<file path="src/usb_bulk_pkg.sv">
package usb_bulk_pkg;

  // PID nibble as carried on tuser, kind in [3:2] and class in [1:0]
  typedef logic [3:0] pid_t;

  // PID classes
  localparam logic [1:0] CLS_TOKEN = 2'b01;
  localparam logic [1:0] CLS_HSK = 2'b10;
  localparam logic [1:0] CLS_DATA = 2'b11;

  // Token kinds
  localparam logic [1:0] TOK_OUT = 2'b00;
  localparam logic [1:0] TOK_IN = 2'b10;
  localparam logic [1:0] TOK_SETUP = 2'b11;

  // Data kinds
  localparam logic [1:0] DATA0 = 2'b00;
  localparam logic [1:0] DATA1 = 2'b10;

  // Handshake kinds
  localparam logic [1:0] HSK_ACK = 2'b00;
  localparam logic [1:0] HSK_NAK = 2'b10;

  typedef enum logic [2:0] {
    BLK_IDLE,
    BLK_DATI_TX,
    BLK_DATI_ZDP,
    BLK_DATI_ACK,
    BLK_DATO_RX,
    BLK_DATO_ERR,
    BLK_DATO_HSK,
    BLK_DONE
  } bulk_state_t;

  typedef enum logic [2:0] {
    ER_NONE = 3'd0,
    ER_TOKN = 3'd3,
    ER_ADDR = 3'd4,
    ER_ENDP = 3'd5
  } err_code_t;

endpackage

</file>
<file path="src/bulk_state_if.sv">
interface bulk_state_if;

  // Current bulk transaction state
  usb_bulk_pkg::bulk_state_t state;

  // High from the cycle after an accepted token until back in idle
  logic busy;

  // Accepted IN token, valid in the token cycle only
  logic tok_in;

  // Application IN readiness captured with the IN token
  logic in_ready_q;

  modport fsm_mp(output state, output busy, output tok_in, output in_ready_q);

  modport view_mp(input state, input busy, input tok_in, input in_ready_q);

endinterface

</file>
<file path="src/bulk_transfer_fsm.sv">
module bulk_transfer_fsm #(
  parameter logic [3:0] BULK_ENDPOINT = 4'd1
) (
  input  logic clock,
  input  logic reset,
  input  logic [6:0] usb_addr_i,
  input  logic tok_recv_i,
  input  logic [6:0] tok_addr_i,
  input  logic [3:0] tok_endp_i,
  input  usb_bulk_pkg::pid_t usb_tuser_i,
  input  logic usb_recv_i,
  input  logic usb_sent_i,
  input  logic hsk_recv_i,
  input  logic hsk_sent_i,
  input  logic timeout_i,
  input  logic blk_in_ready_i,
  input  logic blk_out_ready_i,
  input  logic usb_tvalid_i,
  input  logic usb_tlast_i,
  input  logic blk_tready_i,
  output logic usb_tready_o,
  output logic blk_tvalid_o,
  output logic blk_start_o,
  output logic blk_fetch_o,
  output logic blk_store_o,
  output usb_bulk_pkg::err_code_t err_code_o,
  output logic idle_o,
  bulk_state_if.fsm_mp state_if
);

  usb_bulk_pkg::bulk_state_t state_q;
  usb_bulk_pkg::err_code_t err_q;
  logic start_q;
  logic fetch_q;
  logic store_q;
  logic in_ready_q;
  logic recv_seen_q;

  logic tok_w;
  logic bulk_kind_w;
  logic accept_w;
  logic is_in_w;
  logic dato_w;
  logic recv_w;
  logic pend_w;

  // Only tokens seen while idle take part in dispatch
  assign tok_w = tok_recv_i && usb_tuser_i[1:0] == usb_bulk_pkg::CLS_TOKEN &&
                 state_q == usb_bulk_pkg::BLK_IDLE;
  assign is_in_w = usb_tuser_i[3:2] == usb_bulk_pkg::TOK_IN;
  assign bulk_kind_w = is_in_w || usb_tuser_i[3:2] == usb_bulk_pkg::TOK_OUT;
  assign accept_w = tok_w && tok_addr_i == usb_addr_i && bulk_kind_w &&
                    tok_endp_i == BULK_ENDPOINT;

  // A stalled OUT beat keeps the packet open even after usb_recv_i
  assign dato_w = state_q == usb_bulk_pkg::BLK_DATO_RX || state_q == usb_bulk_pkg::BLK_DATO_ERR;
  assign recv_w = usb_recv_i || recv_seen_q;
  assign pend_w = usb_tvalid_i && !(usb_tlast_i && usb_tready_o);

  always_ff @(posedge clock) begin
    if (reset) begin
      state_q <= usb_bulk_pkg::BLK_IDLE;
      recv_seen_q <= 1'b0;
    end else begin
      recv_seen_q <= dato_w && recv_w && pend_w;
      case (state_q)
        usb_bulk_pkg::BLK_IDLE: begin
          if (accept_w && is_in_w) begin
            state_q <= blk_in_ready_i ? usb_bulk_pkg::BLK_DATI_TX : usb_bulk_pkg::BLK_DATI_ZDP;
          end else if (accept_w) begin
            state_q <= blk_out_ready_i ? usb_bulk_pkg::BLK_DATO_RX : usb_bulk_pkg::BLK_DATO_ERR;
          end
        end
        usb_bulk_pkg::BLK_DATI_TX, usb_bulk_pkg::BLK_DATI_ZDP: begin
          if (usb_sent_i) begin
            state_q <= usb_bulk_pkg::BLK_DATI_ACK;
          end
        end
        usb_bulk_pkg::BLK_DATI_ACK: begin
          // Host ACK, or give up once the turnaround timer expires
          if (hsk_recv_i || timeout_i) begin
            state_q <= usb_bulk_pkg::BLK_DONE;
          end
        end
        usb_bulk_pkg::BLK_DATO_RX, usb_bulk_pkg::BLK_DATO_ERR: begin
          if (recv_w && !pend_w) begin
            state_q <= usb_bulk_pkg::BLK_DATO_HSK;
          end
        end
        usb_bulk_pkg::BLK_DATO_HSK: begin
          if (hsk_sent_i) begin
            state_q <= usb_bulk_pkg::BLK_DONE;
          end
        end
        usb_bulk_pkg::BLK_DONE: begin
          state_q <= usb_bulk_pkg::BLK_IDLE;
        end
      endcase
    end
  end

  always_ff @(posedge clock) begin
    if (reset) begin
      err_q <= usb_bulk_pkg::ER_NONE;
    end else if (tok_w && tok_addr_i != usb_addr_i) begin
      err_q <= usb_bulk_pkg::ER_NONE;
    end else if (tok_w) begin
      case (usb_tuser_i[3:2])
        usb_bulk_pkg::TOK_IN, usb_bulk_pkg::TOK_OUT: begin
          err_q <= accept_w ? usb_bulk_pkg::ER_NONE : usb_bulk_pkg::ER_ENDP;
        end
        usb_bulk_pkg::TOK_SETUP: begin
          err_q <= usb_bulk_pkg::ER_TOKN;
        end
        // SOF has no device address
        default: begin
          err_q <= usb_bulk_pkg::ER_NONE;
        end
      endcase
    end
  end

  always_ff @(posedge clock) begin
    if (reset) begin
      start_q <= 1'b0;
      fetch_q <= 1'b0;
      store_q <= 1'b0;
      in_ready_q <= 1'b0;
    end else begin
      start_q <= accept_w;
      if (accept_w) begin
        fetch_q <= is_in_w && blk_in_ready_i;
        store_q <= !is_in_w && blk_out_ready_i;
        in_ready_q <= blk_in_ready_i;
      end else if (state_q == usb_bulk_pkg::BLK_DONE) begin
        fetch_q <= 1'b0;
        store_q <= 1'b0;
      end
    end
  end

  // OUT beats reach the application only in DATO_RX, elsewhere they drain
  assign usb_tready_o = state_q == usb_bulk_pkg::BLK_DATO_RX ? blk_tready_i : 1'b1;
  assign blk_tvalid_o = state_q == usb_bulk_pkg::BLK_DATO_RX && usb_tvalid_i;

  assign blk_start_o = start_q;
  assign blk_fetch_o = fetch_q;
  assign blk_store_o = store_q;
  assign err_code_o = err_q;
  assign idle_o = state_q == usb_bulk_pkg::BLK_IDLE;

  assign state_if.state = state_q;
  assign state_if.busy = state_q != usb_bulk_pkg::BLK_IDLE;
  assign state_if.tok_in = accept_w && is_in_w;
  assign state_if.in_ready_q = in_ready_q;

endmodule

</file>
<file path="src/data_toggle.sv">
module data_toggle (
  input  logic clock,
  input  logic reset,
  input  logic config_event_i,
  input  logic usb_recv_i,
  input  usb_bulk_pkg::pid_t usb_tuser_i,
  input  logic hsk_recv_i,
  output logic parity_o,
  bulk_state_if.view_mp state_if
);

  logic parity_q;
  logic out_match_w;
  logic in_ack_w;

  // OUT packet carrying the expected DATA0/DATA1 kind
  assign out_match_w = usb_recv_i && state_if.state == usb_bulk_pkg::BLK_DATO_RX &&
                       usb_tuser_i[1:0] == usb_bulk_pkg::CLS_DATA &&
                       usb_tuser_i[3:2] == (parity_q ? usb_bulk_pkg::DATA1 : usb_bulk_pkg::DATA0);

  // Host accepted our IN packet
  assign in_ack_w = hsk_recv_i && state_if.state == usb_bulk_pkg::BLK_DATI_ACK &&
                    usb_tuser_i == {usb_bulk_pkg::HSK_ACK, usb_bulk_pkg::CLS_HSK};

  always_ff @(posedge clock) begin
    if (reset || config_event_i) begin
      parity_q <= 1'b0;
    end else if (out_match_w || in_ack_w) begin
      parity_q <= !parity_q;
    end
  end

  assign parity_o = parity_q;

endmodule

</file>
<file path="src/eop_handshake.sv">
module eop_handshake #(
  parameter int EOP_DELAY = 5
) (
  input  logic clock,
  input  logic reset,
  input  logic usb_recv_i,
  input  logic hsk_sent_i,
  output logic hsk_send_o,
  output usb_bulk_pkg::pid_t hsk_pid_o,
  bulk_state_if.view_mp state_if
);

  localparam int EBITS = $clog2(EOP_DELAY + 1);
  localparam logic [EBITS-1:0] EOP_LOAD = EBITS'(EOP_DELAY);

  logic [EBITS-1:0] count_q;
  logic run_q;
  logic eop_q;
  logic out_q;
  logic nak_q;
  logic hsk_send_q;

  // Countdown from the end of a received packet, then one eop pulse
  always_ff @(posedge clock) begin
    if (reset) begin
      run_q <= 1'b0;
      eop_q <= 1'b0;
      out_q <= 1'b0;
    end else if (usb_recv_i) begin
      run_q <= 1'b1;
      eop_q <= 1'b0;
      out_q <= state_if.state == usb_bulk_pkg::BLK_DATO_RX ||
               state_if.state == usb_bulk_pkg::BLK_DATO_ERR;
    end else if (run_q && count_q == '0) begin
      run_q <= 1'b0;
      eop_q <= 1'b1;
    end else begin
      eop_q <= 1'b0;
    end
  end

  always_ff @(posedge clock) begin
    if (usb_recv_i) begin
      count_q <= EOP_LOAD;
      nak_q <= state_if.state == usb_bulk_pkg::BLK_DATO_ERR;
    end else if (run_q && count_q != '0) begin
      count_q <= count_q - 1'b1;
    end
  end

  // Request stays up until the encoder reports the handshake sent
  always_ff @(posedge clock) begin
    if (reset || hsk_sent_i) begin
      hsk_send_q <= 1'b0;
    end else if (eop_q && out_q) begin
      hsk_send_q <= 1'b1;
    end
  end

  always_ff @(posedge clock) begin
    if (eop_q && out_q && !hsk_send_q) begin
      hsk_pid_o <= {nak_q ? usb_bulk_pkg::HSK_NAK : usb_bulk_pkg::HSK_ACK,
                    usb_bulk_pkg::CLS_HSK};
    end
  end

  assign hsk_send_o = hsk_send_q;

endmodule

</file>
<file path="src/turnaround_timer.sv">
module turnaround_timer #(
  parameter int TURNAROUND_CYCLES = 255
) (
  input  logic clock,
  input  logic reset,
  input  logic usb_sent_i,
  input  logic hsk_sent_i,
  input  logic tok_recv_i,
  input  logic usb_recv_i,
  input  logic hsk_recv_i,
  output logic timeout_o,
  bulk_state_if.view_mp state_if
);

  localparam int TBITS = $clog2(TURNAROUND_CYCLES + 1);
  localparam logic [TBITS-1:0] TIMER_LOAD = TBITS'(TURNAROUND_CYCLES);

  logic [TBITS-1:0] count_q;
  logic armed_q;
  logic busy_q;
  logic timeout_q;
  logic tx_w;
  logic clear_w;

  assign tx_w = usb_sent_i || hsk_sent_i;

  // Any host traffic, or a new transaction, ends the wait
  assign clear_w = tok_recv_i || usb_recv_i || hsk_recv_i || state_if.tok_in ||
                   (state_if.busy && !busy_q);

  always_ff @(posedge clock) begin
    if (reset) begin
      armed_q <= 1'b0;
      busy_q <= 1'b0;
      timeout_q <= 1'b0;
    end else begin
      busy_q <= state_if.busy;
      if (tx_w) begin
        armed_q <= 1'b1;
        timeout_q <= 1'b0;
      end else if (clear_w) begin
        armed_q <= 1'b0;
        timeout_q <= 1'b0;
      end else if (armed_q && count_q == '0) begin
        armed_q <= 1'b0;
        timeout_q <= 1'b1;
      end
    end
  end

  always_ff @(posedge clock) begin
    if (tx_w) begin
      count_q <= TIMER_LOAD;
    end else if (armed_q && count_q != '0) begin
      count_q <= count_q - 1'b1;
    end
  end

  assign timeout_o = timeout_q;

endmodule

</file>
<file path="src/tx_stream_mux.sv">
module tx_stream_mux (
  input  logic clock,
  input  logic reset,
  input  logic blk_tvalid_i,
  input  logic blk_tlast_i,
  input  logic blk_tkeep_i,
  input  logic [7:0] blk_tdata_i,
  input  logic usb_tready_i,
  input  logic parity_i,
  input  logic hsk_send_i,
  input  usb_bulk_pkg::pid_t hsk_pid_i,
  output logic blk_tready_o,
  output logic usb_tvalid_o,
  output logic usb_tkeep_o,
  output logic usb_tlast_o,
  output logic [7:0] usb_tdata_o,
  output usb_bulk_pkg::pid_t usb_tuser_o,
  bulk_state_if.view_mp state_if
);

  logic tok_in_q;
  logic zdp_q;
  logic sel_blk_w;
  usb_bulk_pkg::pid_t tuser_q;

  assign sel_blk_w = state_if.state == usb_bulk_pkg::BLK_DATI_TX;

  // Zero-data beat, raised once the IN readiness has been captured
  always_ff @(posedge clock) begin
    if (reset) begin
      tok_in_q <= 1'b0;
      zdp_q <= 1'b0;
    end else begin
      tok_in_q <= state_if.tok_in;
      if (tok_in_q && !state_if.in_ready_q) begin
        zdp_q <= 1'b1;
      end else if (zdp_q && usb_tready_i) begin
        zdp_q <= 1'b0;
      end
    end
  end

  // Data PID follows the endpoint toggle at the IN token
  always_ff @(posedge clock) begin
    if (reset) begin
      tuser_q <= '0;
    end else if (state_if.tok_in) begin
      tuser_q <= {parity_i ? usb_bulk_pkg::DATA1 : usb_bulk_pkg::DATA0,
                  usb_bulk_pkg::CLS_DATA};
    end
  end

  assign usb_tvalid_o = sel_blk_w ? blk_tvalid_i : zdp_q;
  assign usb_tlast_o = sel_blk_w ? blk_tlast_i : zdp_q;
  assign usb_tkeep_o = sel_blk_w && blk_tkeep_i;
  assign usb_tdata_o = sel_blk_w ? blk_tdata_i : 8'h00;
  assign blk_tready_o = sel_blk_w && usb_tready_i;

  // Handshake PID takes over for as long as the request is up
  assign usb_tuser_o = hsk_send_i ? hsk_pid_i : tuser_q;

endmodule

</file>
<file path="src/usb_bulk_transactor.sv">
module usb_bulk_transactor #(
  parameter logic [3:0] BULK_ENDPOINT = 4'd1,
  parameter int EOP_DELAY = 5,
  parameter int TURNAROUND_CYCLES = 255
) (
  input  logic clock,
  input  logic reset,

  // Device address and decoder events
  input  logic [6:0] usb_addr_i,
  input  logic tok_recv_i,
  input  logic [6:0] tok_addr_i,
  input  logic [3:0] tok_endp_i,
  input  logic usb_recv_i,
  input  logic usb_sent_i,
  input  logic hsk_recv_i,
  input  logic hsk_sent_i,
  output logic hsk_send_o,
  input  logic config_event_i,

  // OUT data from the decoder
  input  logic usb_tvalid_i,
  output logic usb_tready_o,
  input  logic usb_tkeep_i,
  input  logic usb_tlast_i,
  input  usb_bulk_pkg::pid_t usb_tuser_i,
  input  logic [7:0] usb_tdata_i,

  // IN data to the encoder
  output logic usb_tvalid_o,
  input  logic usb_tready_i,
  output logic usb_tkeep_o,
  output logic usb_tlast_o,
  output usb_bulk_pkg::pid_t usb_tuser_o,
  output logic [7:0] usb_tdata_o,

  // Application side
  input  logic blk_in_ready_i,
  input  logic blk_out_ready_i,
  output logic blk_start_o,
  output logic blk_fetch_o,
  output logic blk_store_o,

  output logic blk_tvalid_o,
  input  logic blk_tready_i,
  output logic blk_tlast_o,
  output logic blk_tkeep_o,
  output logic [7:0] blk_tdata_o,

  input  logic blk_tvalid_i,
  output logic blk_tready_o,
  input  logic blk_tlast_i,
  input  logic blk_tkeep_i,
  input  logic [7:0] blk_tdata_i,

  // Status
  output usb_bulk_pkg::err_code_t err_code_o,
  output logic parity_o,
  output logic usb_timeout_error_o,
  output logic usb_device_idle_o
);

  bulk_state_if bulk_if ();

  logic timeout_w;
  logic parity_w;
  logic hsk_send_w;
  usb_bulk_pkg::pid_t hsk_pid_w;

  // OUT payload goes straight to the application, only tvalid is qualified
  assign blk_tlast_o = usb_tlast_i;
  assign blk_tkeep_o = usb_tkeep_i;
  assign blk_tdata_o = usb_tdata_i;

  assign parity_o = parity_w;
  assign hsk_send_o = hsk_send_w;
  assign usb_timeout_error_o = timeout_w;

  bulk_transfer_fsm #(
    .BULK_ENDPOINT(BULK_ENDPOINT)
  ) u_fsm (
    .clock          (clock),
    .reset          (reset),
    .usb_addr_i     (usb_addr_i),
    .tok_recv_i     (tok_recv_i),
    .tok_addr_i     (tok_addr_i),
    .tok_endp_i     (tok_endp_i),
    .usb_tuser_i    (usb_tuser_i),
    .usb_recv_i     (usb_recv_i),
    .usb_sent_i     (usb_sent_i),
    .hsk_recv_i     (hsk_recv_i),
    .hsk_sent_i     (hsk_sent_i),
    .timeout_i      (timeout_w),
    .blk_in_ready_i (blk_in_ready_i),
    .blk_out_ready_i(blk_out_ready_i),
    .usb_tvalid_i   (usb_tvalid_i),
    .usb_tlast_i    (usb_tlast_i),
    .blk_tready_i   (blk_tready_i),
    .usb_tready_o   (usb_tready_o),
    .blk_tvalid_o   (blk_tvalid_o),
    .blk_start_o    (blk_start_o),
    .blk_fetch_o    (blk_fetch_o),
    .blk_store_o    (blk_store_o),
    .err_code_o     (err_code_o),
    .idle_o         (usb_device_idle_o),
    .state_if       (bulk_if.fsm_mp)
  );

  data_toggle u_toggle (
    .clock         (clock),
    .reset         (reset),
    .config_event_i(config_event_i),
    .usb_recv_i    (usb_recv_i),
    .usb_tuser_i   (usb_tuser_i),
    .hsk_recv_i    (hsk_recv_i),
    .parity_o      (parity_w),
    .state_if      (bulk_if.view_mp)
  );

  eop_handshake #(
    .EOP_DELAY(EOP_DELAY)
  ) u_eop (
    .clock     (clock),
    .reset     (reset),
    .usb_recv_i(usb_recv_i),
    .hsk_sent_i(hsk_sent_i),
    .hsk_send_o(hsk_send_w),
    .hsk_pid_o (hsk_pid_w),
    .state_if  (bulk_if.view_mp)
  );

  turnaround_timer #(
    .TURNAROUND_CYCLES(TURNAROUND_CYCLES)
  ) u_timer (
    .clock     (clock),
    .reset     (reset),
    .usb_sent_i(usb_sent_i),
    .hsk_sent_i(hsk_sent_i),
    .tok_recv_i(tok_recv_i),
    .usb_recv_i(usb_recv_i),
    .hsk_recv_i(hsk_recv_i),
    .timeout_o (timeout_w),
    .state_if  (bulk_if.view_mp)
  );

  tx_stream_mux u_tx_mux (
    .clock       (clock),
    .reset       (reset),
    .blk_tvalid_i(blk_tvalid_i),
    .blk_tlast_i (blk_tlast_i),
    .blk_tkeep_i (blk_tkeep_i),
    .blk_tdata_i (blk_tdata_i),
    .usb_tready_i(usb_tready_i),
    .parity_i    (parity_w),
    .hsk_send_i  (hsk_send_w),
    .hsk_pid_i   (hsk_pid_w),
    .blk_tready_o(blk_tready_o),
    .usb_tvalid_o(usb_tvalid_o),
    .usb_tkeep_o (usb_tkeep_o),
    .usb_tlast_o (usb_tlast_o),
    .usb_tdata_o (usb_tdata_o),
    .usb_tuser_o (usb_tuser_o),
    .state_if    (bulk_if.view_mp)
  );

endmodule

</file>
<file path="config.mk">
export PLATFORM = sky130hd
export DESIGN_NAME = usb_bulk_transactor
export DESIGN_NICKNAME = d
export VERILOG_FILES = /design/src/usb_bulk_pkg.sv /design/src/bulk_state_if.sv /design/src/bulk_transfer_fsm.sv /design/src/data_toggle.sv /design/src/eop_handshake.sv /design/src/turnaround_timer.sv /design/src/tx_stream_mux.sv /design/src/usb_bulk_transactor.sv
export SDC_FILE = /design/constraint.sdc
export NUM_CORES = 1
export LEC_CHECK = 0
export BUFFER_PORTS_ARGS = -buffer_cell sky130_fd_sc_hd__buf_4
export CORE_AREA = 10 10 71 79
export CTS_BUF_LIST = sky130_fd_sc_hd__clkbuf_8
export DETAILED_ROUTE_END_ITERATION = 12
export DIE_AREA = 0 0 81 89
export GPL_ROUTABILITY_DRIVEN = 0
export HOLD_SLACK_MARGIN = 0.1
export PLACE_DENSITY = 0.86
export SYNTH_ARGS = -nofsm -noshare
export SYNTH_HDL_FRONTEND = slang
export SYNTH_SLANG_ARGS = --single-unit
</file>
<file path="constraint.sdc">
create_clock -name clock -period 4.41 [get_ports clock]
set_input_delay 0.882 -clock clock [delete_from_list [all_inputs] [get_ports clock]]
set_output_delay 0.882 -clock clock [all_outputs]
set_load 0.02 [all_outputs]
</file>
==> results of run 1 <==
==> report_power, final <==
group | internal [W] | switching, W | leakage, nW
combinational | 0.000160 | 0.000186 | 0.811
clock | 0.000125 | 0.000121 | 0.0510
sequential | 0.000351 | 0.0000440 | 0.296
==> per-layer routing <==
layer  up-vias  part of all wire, %
met2        49                   51
li1        950                    -
met1       852                   39
met4         0                  1.4
met3         7                  8.5
met5         -                    0
==> cell usage after synthesis (2+ instances only) <==
| master | n |
|---|---|
| ha_1 | 4 |
| nor3_1 | 4 |
| o21a_1 | 2 |
| dfxtp_1 | 34 |
| a21oi_1 | 14 |
| clkbuf_1 | 6 |
| or3_1 | 3 |
| or4_1 | 2 |
| a211oi_1 | 2 |
| and3_1 | 3 |
| or4b_1 | 2 |
| nor4_4 | 2 |
| xor2_1 | 8 |
| mux2i_1 | 3 |
| nor2_1 | 23 |
| mux2_2 | 2 |
| nand2b_1 | 6 |
| inv_1 | 10 |
| nor4_1 | 7 |
| nor4b_1 | 2 |
| o21ai_0 | 2 |
| buf_4 | 11 |
| o21ai_1 | 5 |
| and2_1 | 11 |
| nand2_1 | 21 |
| nand3_1 | 9 |
| xnor2_1 | 6 |
| nor2b_1 | 3 |
| edfxtp_1 | 2 |
==> cells by family after synthesis <==
kind of cell    Yosys count  synth area share (%)
xor+xnor                 14                  6.01
flops                    36                  36.3
simple gates            109                  31.5
compound gates           40                  13.6
mux                       5                  2.58
fa+ha+maj                 4                  2.45
buf+inv                  29                  7.42
other cells               1                 0.184
==> area by class of cell <==
| cell class | count | area [um2] | share of cell area, % |
|---|---|---|---|
| Timing Repair Buffer | 74 | 556 | 21.0 |
| Sequential cell | 36 | 741 | 28.0 |
| Multi-Input combinational cell | 173 | 1150 | 43.5 |
| Inverter | 10 | 37.5 | 1.42 |
| Tap cell | 54 | 67.6 | 2.56 |
| Clock buffer | 6 | 82.6 | 3.13 |
| Clock inverter | 2 | 10.0 | 0.379 |
==> registers in the layout (all words and copies together) (netlist names) <==
register	count
u_eop.out_q	1
u_fsm.err_code_o	3
u_tx_mux.tok_in_q	1
u_fsm.state_if.state	3
u_fsm.recv_seen_q	1
u_timer.count_q	8
u_tx_mux.zdp_q	1
u_timer.busy_q	1
u_timer.timeout_o	1
u_eop.run_q	1
u_timer.armed_q	1
u_fsm.blk_store_o	1
u_eop.hsk_pid_o	1
u_fsm.blk_start_o	1
u_eop.eop_q	1
u_eop.count_q	3
u_tx_mux.tuser_q	2
u_fsm.state_if.in_ready_q	1
u_eop.hsk_send_o	1
u_fsm.blk_fetch_o	1
u_eop.nak_q	1
u_toggle.parity_o	1
==> per-stage QoR <==
stage	std cells	area, um2	worst slack [ns]	hold WS (ns)	power [W]
5_1_grt	355	2640	1.58	0.466	0.00105
4_1_cts	355	2640	1.70	0.442	0.000991
2_1_floorplan	238	2040	2.05	0.400	0.000633
3_3_place_gp	347	2550	1.89	0.411	0.000742
6_report	355	2640	1.72	0.434	0.000986
3_5_place_dp	347	2550	1.88	0.406	0.000749
==> cells in the final DEF (no fill, tap or decap), drive strengths merged, types with 2 or more instances in the layout <==
cell type   n
or4b        3
clkbuf      6
dfxtp      34
o21a        2
clkinv      2
edfxtp      2
nor2b       3
nand2b      6
mux2i       3
or4         3
o21ai       7
buf        74
nor4b       2
nor3        5
nand3      10
or2         3
ha          4
a211oi      2
nand2      21
and2       11
xor2        8
a21oi      15
inv        10
or3         4
nor2       23
xnor2       6
nor4        9
and3        3
mux2        2
==> how the worst max path moves through the flow <==
stage / end / slack (ns) / cells after the start / from
floorplan: usb_tready_o / 2.05 / 1 / blk_tready_i
global placement: usb_tready_o / 1.89 / 3 / blk_tready_i
detailed placement: usb_tready_o / 1.88 / 3 / blk_tready_i
CTS: usb_tdata_o[6] / 1.70 / 4 / u_fsm.state_if.state[2]$_SDFFE_PP0P_
global route: usb_tdata_o[6] / 1.58 / 4 / u_fsm.state_if.state[2]$_SDFFE_PP0P_
finish: usb_tdata_o[6] / 1.72 / 4 / u_fsm.state_if.state[2]$_SDFFE_PP0P_
==> metrics, run 1 <==
flop2flop setup slack=2.39 ns; Detailed Route WL=5290 um; DRC Markers=0; worst vdd ir=0.324 mV; Fmax achieved=0.372 GHz; ANT nets after route=0; register area share after synthesis=36.3%; Avg Cell Area, Syn=8.57 um2; die extent in x=81 um; H-tree Lvls=2; fillcell total=380; top cell type by total area after synthesis=dfxtp_1; Hold-fix buffers, CTS=0; DP HPWL=4250 um; GR Layer Usage met1=14.2%; Starting Density=49.4%; gr busiest metal=met2; Core Region=4130 um2; Synth cell types=58; Worst setup EP type=output port; Synth Register Bits=36; initial antenna violation count=0; Reg-to-Reg End=u_fsm.blk_store_o$_SDFFE_PP0P_; via/cell ratio=5.23; total gr overflow=0; Die Footprint=7210 um2; GRT met2 Usage=25.9%; RSZ-0062 raised after global routing=no; Power Density=373 nW/um2; # rows=25; min cycle time layout=2.69 ns; worst setup path category=flip-flop to output port; CP required=3.53 ns; worst r2r src=u_fsm.state_if.state[2]$_SDFFE_PP0P_; vias=1,858; slowest cell on the critical path=dfxtp_1; Post-Route Utilization=64.0%; CP arrival=1.81 ns; post-synth top area share=33.4%; Detailed Route Iter0 Violations=82; Most used DFF post-synth=dfxtp_1; hold endpoint=u_eop.hsk_pid_o[3]$_DFFE_PP_; Worst Hold Class=flip-flop to flip-flop; Fin. Hold Viols=0; met3 Use GR=5.73%; outcome=finished, final reports clean; CTS tree=done; largest net degree at the start of global routing=23; vias in the first global route=1,856; Worst slew margin=62.1%; Pins Over Slew Limit=0; worst hold start=u_eop.nak_q$_DFFE_PP_; Inserted Diodes=0; first-pass GRT wire length=8250 um; Post-CTS Resized=0; clock-pin slew on the worst setup and hold paths=0.08 ns; setup_tns=0 ns; Num CTS Buffers=5; DRT Pass-1 Iters=4; Pleak=1.16 nW; Reg2Reg Depth=5; clk buf depth=2; syn_nets=298; Mapped Area=2040 um2; Root Buffer=clkbuf_8; Die Ht=89 um; Hold Path Depth=0; Post-synth ARST share=0%; crit-path cells=nand2b_1 > nor2_1 > and2_1 > buf_4; post-CTS setup buffers=0; worst skew pair latency=0.30 ns; # setup viols final=0; Post-synth EDFFs=2; Mapped Cells=238; Layout area overhead=29.5%; Bufs and invs on worst path=1; Max-Cap Viols=0; synth top area cells=dfxtp_1, nor2_1, buf_4; Slew @ Worst Pin=0.566 ns; Max stage delay on crit path=0.47 ns; CP delay by family, top=simple AND/OR/NAND/NOR gates; Routed WL per cell=14.9 um; I/O pins=94; Total GRT Usage=14.3%; Clock Skew=0.00713 ns; YS warnings=0; Sinks on Clock Net=36; crit path max fanout=16; Post-layout nets=360; IO Port Bufs=74; final worst-path cycle share=61.0%; CP Launch Type=flip-flop; layout cells sized above 1=31.2%
No activity file was read; power rests on OpenSTA's default activity.
==> inputs of run 2 (changes only) <==
- CORE_AREA: 10 10 71 79 -> 10 10 76 85
- DIE_AREA: 0 0 81 89 -> 0 0 86 95
- PLACE_DENSITY: 0.86 -> 0.77
- clock period: 4.41 -> 2.15 ns (I/O delays scaled with it)
==> run 2 against run 1 <==
Combinational power up 130%; first-iteration DRC count down 38%; via count up 1.5%.
==> metrics, run 2 (same netlist as run 1, synthesis figures left out) <==
outcome=finished, final reports clean; Hold Path Depth=2; vias=1,886; Sinks on Clock Net=36; Pins Over Slew Limit=0; Detailed Route Iter0 Violations=51; post-CTS setup buffers=0; fillcell total=447; Routed WL per cell=14.5 um; clk buf depth=2; # rows=27; Post-layout nets=364; vias in the first global route=1,925; Post-Route Utilization=55.8%; Sequential Area=741 um2; DRT Pass-1 Iters=4; Max-Cap Viols=0; DRC Markers=0; Inserted Diodes=0; ANT nets after route=0; total power=0.00215 W; via/cell ratio=5.20; Num CTS Buffers=5; worst skew pair latency=0.29 ns; Starting Density=42.2%; Layout area overhead=32.1%; Fin. Hold Viols=0; Fmax achieved=0.515 GHz; multi-input logic area=1150 um2; setup_tns=0 ns; Top reg by flops=u_timer.count_q; min cycle time layout=1.94 ns; worst setup path category=flip-flop to output port; layout cells sized above 1=32.1%; CP arrival=1.51 ns; # setup viols final=0; CP Launch Type=flip-flop; crit path max fanout=8; IO Port Bufs=74; Clock Skew=0.00376 ns; first-pass GRT wire length=8800 um; Die Footprint=8170 um2; CP required=1.72 ns; commonest non-fill, non-tap cells in the layout=buf_4, dfxtp_1, nor2_1; Root Buffer=clkbuf_8; DP HPWL=4260 um; Total GRT Usage=12.9%; H-tree Lvls=2; max reg flops=8; Pleak=1.19 nW; Detailed Route WL=5270 um; clock-pin slew on the worst setup and hold paths=0.07 ns; initial antenna violation count=0; largest net degree at the start of global routing=23; Worst Hold Class=input port to flip-flop; final worst-path cycle share=90.4%; I/O pins=94; Worst setup EP type=output port; total gr overflow=0; Hold-fix buffers, CTS=0; RSZ-0062 raised after global routing=no; Power Density=798 nW/um2; Core Region=4830 um2; die extent in x=86 um; Slew @ Worst Pin=0.587 ns; Die Ht=95 um; worst vdd ir=0.426 mV; most common cell after layout, fill and taps aside=buf_4; CTS tree=done; Reg2Reg Depth=5; Worst slew margin=60.7%
run 2: cell types whose count changed in the layout (fill, tap and decap cells not counted), sizes merged:
cell    previous run  this run
buf               74        78
inv               10        11
bufinv             0         1
clkinv             2         1
clkbuf             6         5
run 2: per-stage QoR:
| step | hold slack (ns) | area [um2] | std cells | setup WS [ns] |
|---|---|---|---|---|
| after floorplan | 0.400 | 2040 | 238 | 0.275 |
| after global placement | 0.424 | 2580 | 355 | 0.119 |
| after detailed placement | 0.449 | 2580 | 355 | 0.0959 |
| after CTS | 0.291 | 2690 | 363 | 0.162 |
| after global routing | 0.288 | 2700 | 363 | 0.0371 |
| final | 0.298 | 2700 | 363 | 0.207 |
run 2: final timing paths:
path / to / slack [ns] / start
hold reg to reg: u_eop.hsk_pid_o[3]$_DFFE_PP_ / 0.45 / u_eop.nak_q$_DFFE_PP_
setup reg to reg: u_fsm.blk_store_o$_SDFFE_PP0P_ / 0.22 / u_fsm.state_if.state[2]$_SDFFE_PP0P_
hold / removal: u_toggle.parity_o$_SDFFE_PP0P_ / 0.30 / config_event_i
setup / recovery: usb_device_idle_o / 0.21 / u_fsm.state_if.state[2]$_SDFFE_PP0P_
run 2: critical path: stages, from the launching register on:
cell     delay, ns
dfxtp_1       0.39
or3_4         0.46
inv_1         0.19
buf_4         0.19
run 2: layout make-up:
class	count	share of cell area (%)
clock buffer	5	2.55
clock inverter	3	1.44
inverter	10	1.39
timing repair buffer	78	21.7
tap	58	2.69
sequential	36	27.5
multi-input combinational	173	42.7
run 2: report_power, final:
group	switching [W]	leakage, nW	internal [W]
sequential	0.0000505	0.296	0.000720
clock	0.000242	0.0593	0.000339
combinational	0.000435	0.831	0.000366
total	0.000727	1.19	0.00142
run 2: repair_timing:
action	CTS	global route
hold endpoints to repair	0	0
gates resized for setup	0	1
setup endpoints to repair	0	1
run 2: metal layers:
metal  vias up  part of all wire, %  GRT usage (%)
met2        71                   47           21.5
li1        949                    -              -
met5         -                    0              0
met3         6                  9.3           5.60
met4         0                  1.4           4.40
met1       860                   43           14.5
